`src/rtl/shader_pkg.sv`:
```
`default_nettype none

package shader_pkg;

  // --------------------------------------------------
  // sizes
  // --------------------------------------------------
  localparam int NUM_RAYS    = 512;
  localparam int RAY_ID_W    = $clog2(NUM_RAYS);
  localparam int PIXEL_ID_W  = 19;
  localparam int TRI_ID_W    = 16;
  localparam int COORD_W     = 16;
  localparam int COLOR_W     = 24;

  // result sources: pcalc, int, sint, ss
  localparam int NUM_SRC     = 4;
  localparam int SRC_IDX_W   = $clog2(NUM_SRC);

  // shade queue
  localparam int QUEUE_DEPTH = 4;
  localparam int QUEUE_PTR_W = $clog2(QUEUE_DEPTH);

  // --------------------------------------------------
  // types
  // --------------------------------------------------
  typedef logic [RAY_ID_W-1:0]   ray_id_t;
  typedef logic [PIXEL_ID_W-1:0] pixel_id_t;
  typedef logic [TRI_ID_W-1:0]   tri_id_t;

  // x in the top third, z in the bottom
  typedef logic [3*COORD_W-1:0]  vec3_t;

  // 8 bits each, red on top
  typedef logic [COLOR_W-1:0]    color_t;

  typedef enum logic {
    INIT,
    RUN
  } free_state_t;

  // --------------------------------------------------
  // colours
  // --------------------------------------------------
  localparam color_t MISS_COLOR = 24'h202040;
  localparam color_t TRI0_COLOR = 24'hff0000;
  localparam color_t TRI1_COLOR = 24'h00ff00;
  localparam color_t TRI2_COLOR = 24'h0000ff;
  localparam color_t TRI3_COLOR = 24'hffff00;

endpackage

`default_nettype wire
```
`src/rtl/shade_req_if.sv`:
```
`default_nettype none

// one arbitrated result heading into the shader core
interface shade_req_if;
  import shader_pkg::*;

  logic    valid;
  logic    stall;
  ray_id_t ray_id;
  logic    hit;
  tri_id_t tri_id;

  modport arb (
    output valid, ray_id, hit, tri_id,
    input  stall
  );

  modport core (
    input  valid, ray_id, hit, tri_id,
    output stall
  );

endinterface

`default_nettype wire

```
`src/rtl/result_arbiter.sv`:
```
`default_nettype none

module result_arbiter (
  input  logic                                          clk,
  input  logic                                          rst_n,
  input  logic [shader_pkg::NUM_SRC-1:0]                valid,
  input  shader_pkg::ray_id_t [shader_pkg::NUM_SRC-1:0] ray_id,
  input  logic [shader_pkg::NUM_SRC-1:0]                hit,
  input  shader_pkg::tri_id_t [shader_pkg::NUM_SRC-1:0] tri_id,
  output logic [shader_pkg::NUM_SRC-1:0]                stall,
  shade_req_if.arb                                      req
);
  import shader_pkg::*;

  logic [SRC_IDX_W-1:0] last;
  logic [SRC_IDX_W-1:0] sel;
  logic [SRC_IDX_W-1:0] idx;
  logic [NUM_SRC-1:0]   grant;

  // --------------------------------------------------
  // pick the first valid source after the last winner
  // --------------------------------------------------
  always_comb begin
    grant = '0;
    sel   = last;
    idx   = last;
    for (int k = 1; k <= NUM_SRC; k++) begin
      idx = SRC_IDX_W'((int'(last) + k) % NUM_SRC);
      if (valid[idx] && grant == '0) begin
        grant[idx] = 1'b1;
        sel        = idx;
      end
    end
  end

  assign req.valid  = |grant;
  assign req.ray_id = ray_id[sel];
  assign req.hit    = hit[sel];
  assign req.tri_id = tri_id[sel];

  // losers wait, winner follows the core
  assign stall = ~grant | {NUM_SRC{req.stall}};

  // pointer only moves on a real transfer
  always_ff @(posedge clk or negedge rst_n) begin
    if (!rst_n) begin
      last <= SRC_IDX_W'(NUM_SRC - 1);
    end else if (req.valid && !req.stall) begin
      last <= sel;
    end
  end

  grant_onehot_valid: assert property (
    @(posedge clk) disable iff (!rst_n)
      $onehot0(grant) && ((grant & ~valid) == '0)
  );

endmodule

`default_nettype wire

```
`src/flat_wrapper.sv`:
```
// flat-port wrapper written by rule: the top's interface ports become plain ports
module result_arbiter_flat import shader_pkg::*;
  (clk, rst_n, valid, ray_id, hit, tri_id, stall, req_valid, req_ray_id, req_hit, req_tri_id, req_stall);
  shade_req_if req_i ();
  input  logic clk;
  input  logic rst_n;
  input  logic [shader_pkg::NUM_SRC-1:0] valid;
  input  shader_pkg::ray_id_t [shader_pkg::NUM_SRC-1:0] ray_id;
  input  logic [shader_pkg::NUM_SRC-1:0] hit;
  input  shader_pkg::tri_id_t [shader_pkg::NUM_SRC-1:0] tri_id;
  output logic [shader_pkg::NUM_SRC-1:0] stall;
  output wire logic [$bits(req_i.valid)-1:0] req_valid;
  output wire logic [$bits(req_i.ray_id)-1:0] req_ray_id;
  output wire logic [$bits(req_i.hit)-1:0] req_hit;
  output wire logic [$bits(req_i.tri_id)-1:0] req_tri_id;
  input wire logic [$bits(req_i.stall)-1:0] req_stall;
  assign req_valid = req_i.valid;
  assign req_ray_id = req_i.ray_id;
  assign req_hit = req_i.hit;
  assign req_tri_id = req_i.tri_id;
  assign req_i.stall = req_stall;
  result_arbiter u_core (.clk(clk), .rst_n(rst_n), .valid(valid), .ray_id(ray_id), .hit(hit), .tri_id(tri_id), .stall(stall), .req(req_i));
endmodule
```
`config.mk`:
```
export PLATFORM = sky130hd
export DESIGN_NAME = result_arbiter_flat
export DESIGN_NICKNAME = d
export VERILOG_FILES = /design/src/rtl/shader_pkg.sv /design/src/rtl/shade_req_if.sv /design/src/rtl/result_arbiter.sv /design/src/flat_wrapper.sv
export SDC_FILE = /design/constraint.sdc
export NUM_CORES = 1
export LEC_CHECK = 0
export BUFFER_PORTS_ARGS = -buffer_cell sky130_fd_sc_hd__buf_2
export CORE_MARGIN = 4
export CORE_UTILIZATION = 38
export DETAILED_ROUTE_END_ITERATION = 8
export MAX_ROUTING_LAYER = met4
export PLACE_DENSITY = 0.83
export SYNTH_ARGS = -nofsm -noshare
export SYNTH_HDL_FRONTEND = slang
export SYNTH_SLANG_ARGS = --single-unit
```
`constraint.sdc`:
```
create_clock -name clk -period 5.2 [get_ports clk]
set_input_delay 0.78 -clock clk [delete_from_list [all_inputs] [get_ports clk]]
set_output_delay 0.78 -clock clk [all_outputs]
set_load 0.01 [all_outputs]
```
# --- Word-level counts from Yosys, hierarchy flattened ---
# Cells that the tools add are included.
totals:
  register_bits: 2
  input_bits: 111
op_classes:
  addsub: 4
  magnitude_cmp: 9
  muxes: 30
  n_bitwise: 5
  reduce_logical: 13
ops:
  columns: ["operator", "n"]
  rows:
  - ["$bmux 16 s2", 1]
  - ["$bmux 9 s2", 1]
  - ["$mux 16", 1]
  - ["$mux 4", 4]
  - ["$or 4x4->4", 4]
  - ["$lt 2x3->1 const B", 5]
  - ["$logic_not 4->1", 3]
  - ["$bmux 1 s2", 5]
  - ["$mux 1", 9]
  - ["$mux 9", 1]
  - ["$demux 1 s2", 4]
  - ["$ge 2x1->1 const B", 4]
  - ["$logic_and 1x1->1", 8]
  - ["$mux 2", 4]
  - ["$add 2x1->2 const B", 2]
  - ["$add 2x2->2 const B", 2]
  - ["$not 4->4", 1]
  - ["$reduce_or 4->1", 1]
  - ["$logic_not 1->1", 1]

# --- Depth between registers and ports, before layout ---
logic_depth:
  depth_word: 17
  ltp_mapped: 11
  mapped_depth_nobuf: 9

# --- Least setup slack after synthesis ---
# Ideal clock, no wire load.
synth_path:
  path_type: "reg2out"
  start: "register u_core.last[0]"
  end: "output port req_ray_id[0]"
  arrival_time_ns: 3.562
  t_required_ns: 4.420
  path_slack_ns: 0.858
  path_stages_with_launch: 12
  path_buffers: 3
  path_cell_list: "dfstp_2 buf_6 inv_1 ha_1 mux4_2 and2_1 clkbuf_1 o31ai_2 o31ai_4 xnor2_4 buf_12 mux4_2"
synth_via:
  elab_chain_cells: 17
  word_cells_on_any_way: 44
  classes_between: "4 x add/sub; 6 x order compare; 23 x mux; 2 x bitwise; 9 x reduce/logical"
synth_lines:
  columns: ["item", "line", "rtl"]
  rows:
  - ["start, declared", "result_arbiter.sv:15", "logic [SRC_IDX_W-1:0] last;"]
  - ["start signal, assigned", "result_arbiter.sv:47", "last <= SRC_IDX_W'(NUM_SRC - 1);"]
  - ["start signal, assigned", "result_arbiter.sv:49", "last <= sel;"]
  - ["$add 2x1->2", "result_arbiter.sv:28", "idx = SRC_IDX_W'((int'(last) + k) % NUM_SRC);"]
  - ["$lt 2x3->1 (not written as such) or $ge 2x1->1 (tied branches)", "result_arbiter.sv:30", "grant[idx] = 1'b1;"]
  - ["$logic_and 1x1->1 (not written as such)", "result_arbiter.sv:30", null]
  - ["$mux 1 (not written as such)", "result_arbiter.sv:30", null]
  - ["$demux 1 s2", null, null]
  - ["$mux 4", "result_arbiter.sv:29", "if (valid[idx] && grant == '0) begin"]
  - ["$logic_not 4->1", "result_arbiter.sv:29", null]
  - ["$logic_and 1x1->1", "result_arbiter.sv:29", null]
  - ["$mux 4", "result_arbiter.sv:29", null]
  - ["$logic_not 4->1", "result_arbiter.sv:29", null]
  - ["$logic_and 1x1->1", "result_arbiter.sv:29", null]
  - ["$mux 4", "result_arbiter.sv:29", null]
  - ["$logic_not 4->1", "result_arbiter.sv:29", null]
  - ["$logic_and 1x1->1", "result_arbiter.sv:29", null]
  - ["$mux 2 *", "result_arbiter.sv:29", null]
  - ["$bmux 9 s2 *", "result_arbiter.sv:37", "assign req.ray_id = ray_id[sel];"]
  - ["$mux 9 (not written as such) *", "result_arbiter.sv:37", null]
  - ["end, declared", "flat_wrapper.sv:13", "output wire logic [$bits(req_i.ray_id)-1:0] req_ray_id;"]
# Every way passes the cells marked *; elsewhere a longest branch is shown, timed or not. The select of a mux whose other input is x is not followed.

# --- Worst setup path after layout ---
layout_path:
  start: "register u_core.last[1]"
  end: "output port req_hit"
layout_via:
  elab_chain_cells: 17
  word_cells_on_any_way: 44
  classes_between: "4 x add/sub; 6 x order compare; 23 x mux; 2 x bitwise; 9 x reduce/logical"
layout_lines:
  columns: ["item", "line", "rtl"]
  rows:
  - ["$add 2x1->2", "result_arbiter.sv:28", null]
  - ["$lt 2x3->1 (not written as such) or $ge 2x1->1 (tied branches)", "result_arbiter.sv:30", null]
  - ["$logic_and 1x1->1 (not written as such)", "result_arbiter.sv:30", null]
  - ["$mux 1 (not written as such)", "result_arbiter.sv:30", null]
  - ["$demux 1 s2", null, null]
  - ["$mux 4", "result_arbiter.sv:29", null]
  - ["$logic_not 4->1", "result_arbiter.sv:29", null]
  - ["$logic_and 1x1->1", "result_arbiter.sv:29", null]
  - ["$mux 4", "result_arbiter.sv:29", null]
  - ["$logic_not 4->1", "result_arbiter.sv:29", null]
  - ["$logic_and 1x1->1", "result_arbiter.sv:29", null]
  - ["$mux 4", "result_arbiter.sv:29", null]
  - ["$logic_not 4->1", "result_arbiter.sv:29", null]
  - ["$logic_and 1x1->1", "result_arbiter.sv:29", null]
  - ["$mux 2 *", "result_arbiter.sv:29", null]
  - ["$bmux 1 s2 *", "result_arbiter.sv:38", "assign req.hit = hit[sel];"]
  - ["$mux 1 (not written as such) *", "result_arbiter.sv:38", null]
  - ["end, declared", "flat_wrapper.sv:14", "output wire logic [$bits(req_i.hit)-1:0] req_hit;"]
# Marks and branches as above.

==> out/summary.log <==
qor: run_status.status completed
qor: finish.area.growth.synth_to_final 52.5%
qor: critical_path.cp_data_required_time 4420 ps
qor: yosys.synthesis.yosys.warnings 0
qor: placed_design.globalplace.congestion 0.935
qor: yosys.synth_area_leader_cell mux4_2
qor: yosys.yosys_most_used_dff dfstp_2
qor: yosys.ys_ff_latch 2
qor: yosys.synth.net_count 242
qor: finish.n_fill_cell 338
qor: timing.setup_ws 283 ps
qor: yosys.asyncSetResetFlopFracSynth 1.00
qor: yosys.synth_cells 123
qor: detailed_routing.detail-route-antenna-nets 0
qor: grt.global_route.usage.total 0.245
qor: finish.largest_register_ffs 2
qor: finish.final_layout_size_suffix_gt1_frac 0.728
qor: finish.reg.largest.list u_core.last x2
qor: timing.drv_slew 0
qor: detailed_routing.dr.max_layer_used met4
qor: grt.first_global_vias 1872
qor: detailed_routing.via_count 1749
qor: finish.final_cells 313
qor: yosys.post_synth_main_area_contributors mux4_2 33%, mux4_1 10%, ha_1 6.6%
qor: timing.report.final.hold_viol_count 0
qor: detailed_routing.drc 0
qor: timing.setup_tns 0 ps
qor: critical_path.criticalPathCategory reg2out
qor: die.die_width 71.0 um
qor: yosys.yosysUniqueCellTypes 46
qor: detailed_routing.firstDrtPassIters 4
qor: die.placeableCoreArea 3740 um2
qor: critical_path.arr_time_crit_path 4140 ps
qor: die.floorplan.initialDensity 0.402
qor: yosys.avgSynthCellArea 12.2 um2
qor: clock_network.tritoncts_clock_tree built
qor: detailed_routing.post_drt_via_cell_ratio 5.59
qor: placed_design.minimum_setup_slack_after_placement 183 ps
qor: timing.relative_slew_margins 0.582
qor: die.chipHeight 71.0 um
qor: hold_path.timing.hold.worst.class in2async
qor: yosys.edff_count_synth 0
qor: clock_network.clock-root-buffer clkbuf_8
qor: timing.tightest_slew 627 ps
qor: clock_network.worst_setup_hold_path_clk_slew 30 ps
qor: clock_network.post-cts-setup-buffer-count 0
qor: timing.period_share 0.946
qor: timing.finClkSkew 0.506 ps
qor: critical_path.critPathLaunchType flop
qor: placed_design.port-buffer-count 141
qor: placed_design.place.detailed.instances 309
qor: finish.inserted_diodes 0
qor: grt.globalRouteOverflowTotal 0
qor: timing.grt_setup_unrepaired false
qor: finish.finalCoreUtilization 0.614
qor: flow_run.max-cap-violations 0
qor: clock_network.cts_max_path_buffers 2
qor: finish.regMostFlops u_core.last
qor: grt.grt_antenna_before_repair 0
qor: detailed_routing.routed-wl-met2 3210 um
qor: finish.finish.net_count 386
qor: yosys.syn-cell-area 1510 um2
qor: detailed_routing.dr.first_iter.drc_count 66
qor: clock_network.clk-insertion-delay-late 210 ps
qor: grt.grt_max_degree 27
qor: die.top_level_ports 142
qor: die.std_cell_rows 22
qor: critical_path.critPathMaxFanout 13
qor: timing.setup_viol_count_final 0
qor: clock_network.htree_levels 1
qor: critical_path.worstSetupEndpointType output pin
qor: placed_design.dp_hpwl 5310 um
qor: yosys.synth-seq-area-share 0.0349
qor: clock_network.cts_made_buffers 3
qor: yosys.synth_top_area_frac 0.329
qor: detailed_routing.wl_per_cell 19.4 um
qor: clock_network.cts-hold-fix-buffers 0
qor: detailed_routing.route.layer.met1.wl 2260 um
qor: detailed_routing.routed_wl 6080 um
qor: grt.grt_first_pass_wirelength 9470 um
qor: detailed_routing.wl_met3 502 um
qor: clock_network.total_number_of_clock_tree_sinks 2
qor: timing.achievable-frequency 203 MHz
qor: timing.timing.final.crit_period 4920 ps
qor: die.die-area 5040 um2
## cell usage in the layout (no fill, tap or decap), types with 2 or more instances in the layout
cell type	Yosys	layout
a21o_1	3	3
o31ai_2	2	2
nor3_2	2	2
mux2i_1	4	4
mux4_2	22	22
a222oi_1	2	2
nor2_1	3	3
xnor2_4	1	2
mux4_1	6	6
mux2_2	4	4
o31ai_1	2	2
inv_1	7	7
nor3_1	4	4
buf_4	2	4
nor4_1	2	2
nand2_1	11	11
a21oi_1	2	2
o21ai_0	4	4
a221oi_1	2	2
ha_1	8	8
dfstp_2	2	2
o211a_1	2	2
clkbuf_8	0	3
buf_2	0	141
## stage by stage
stage	area, um2	hold WS [ps]
detailed placement	2230	717
CTS	2290	520
floorplan	1510	632
finish	2300	523
global placement	2230	701
global route	2300	525
## worst max-delay path, cell delays in order, from the launching register on
cell and delay, ps:
dfstp_2 650, inv_1 150, ha_1 400, mux2_2 370, nand2_1 120, o221ai_4 190, o31ai_2 420, o31ai_4 220
xnor2_4 550, mux4_1 680, buf_2 170
## synth_stat cells (2+ instances only)
cell      number
o31ai_1        2
ha_1           8
clkbuf_1       2
mux4_2        22
a221oi_1       2
inv_1          7
nand2_1       11
nor4_1         2
o211a_1        2
mux4_1         6
o31ai_2        2
a21oi_1        2
nor3_1         4
buf_12         2
dfstp_2        2
mux2i_1        4
nor3_2         2
a222oi_1       2
o21ai_0        4
mux2_2         4
nor2_1         3
buf_4          2
a21o_1         3
## area by class of cell
type	count	area (um2)	share of cell area
Multi-Input combinational cell	108	1380	0.601
Inverter	7	26.3	0.0114
Tap cell	48	60.1	0.0261
Clock buffer	3	41.3	0.0180
Sequential cell	2	52.6	0.0229
Timing Repair Buffer	145	736	0.320
## kinds of logic (layout without fill, tap and decap cells)
family                   Yosys count  count (layout)  synth area share
buffers and inverters             14             155            0.0664
flip-flops                         2               2            0.0349
adder cells (fa/ha/maj)            8               8            0.0664
AO/OA/AOI/OAI                     31              31             0.202
AND/OR/NAND/NOR                   29              29             0.106
multiplexers                      37              37             0.500
XOR/XNOR                           2               3            0.0241
## routing by layer
metal / global-route usage / up-vias
met5: - / -
met4: 0.0585 / 0
met3: 0.0511 / 13
met2: 0.424 / 99
met1: 0.292 / 824
li1: - / 813
## repair_timing
action / CTS / global route
gates cloned: 1 / 0
hold endpoints to repair: 0 / 0
resized for setup: 0 / 1
pin swaps: 1 / 0
endpoints found under the setup margin: 6 / 13
## worst paths after layout
kind / to / cells past startpoint / start / slack, ps
min in group clk: u_core.last[1] / 1 / u_core.last[1] / 720
setup reg to reg: u_core.last[1] / 9 / u_core.last[1] / 2130
setup / recovery: req_hit / 10 / u_core.last[1] / 280
hold reg to reg: u_core.last[1] / 1 / u_core.last[1] / 720
max in group asynchronous: u_core.last[1] / 1 / rst_n / 4660
hold / removal: u_core.last[0] / 1 / rst_n / 520
Power is not shown: default switching activity piles up to over one toggle a cycle in this logic, so the estimate is an artifact.
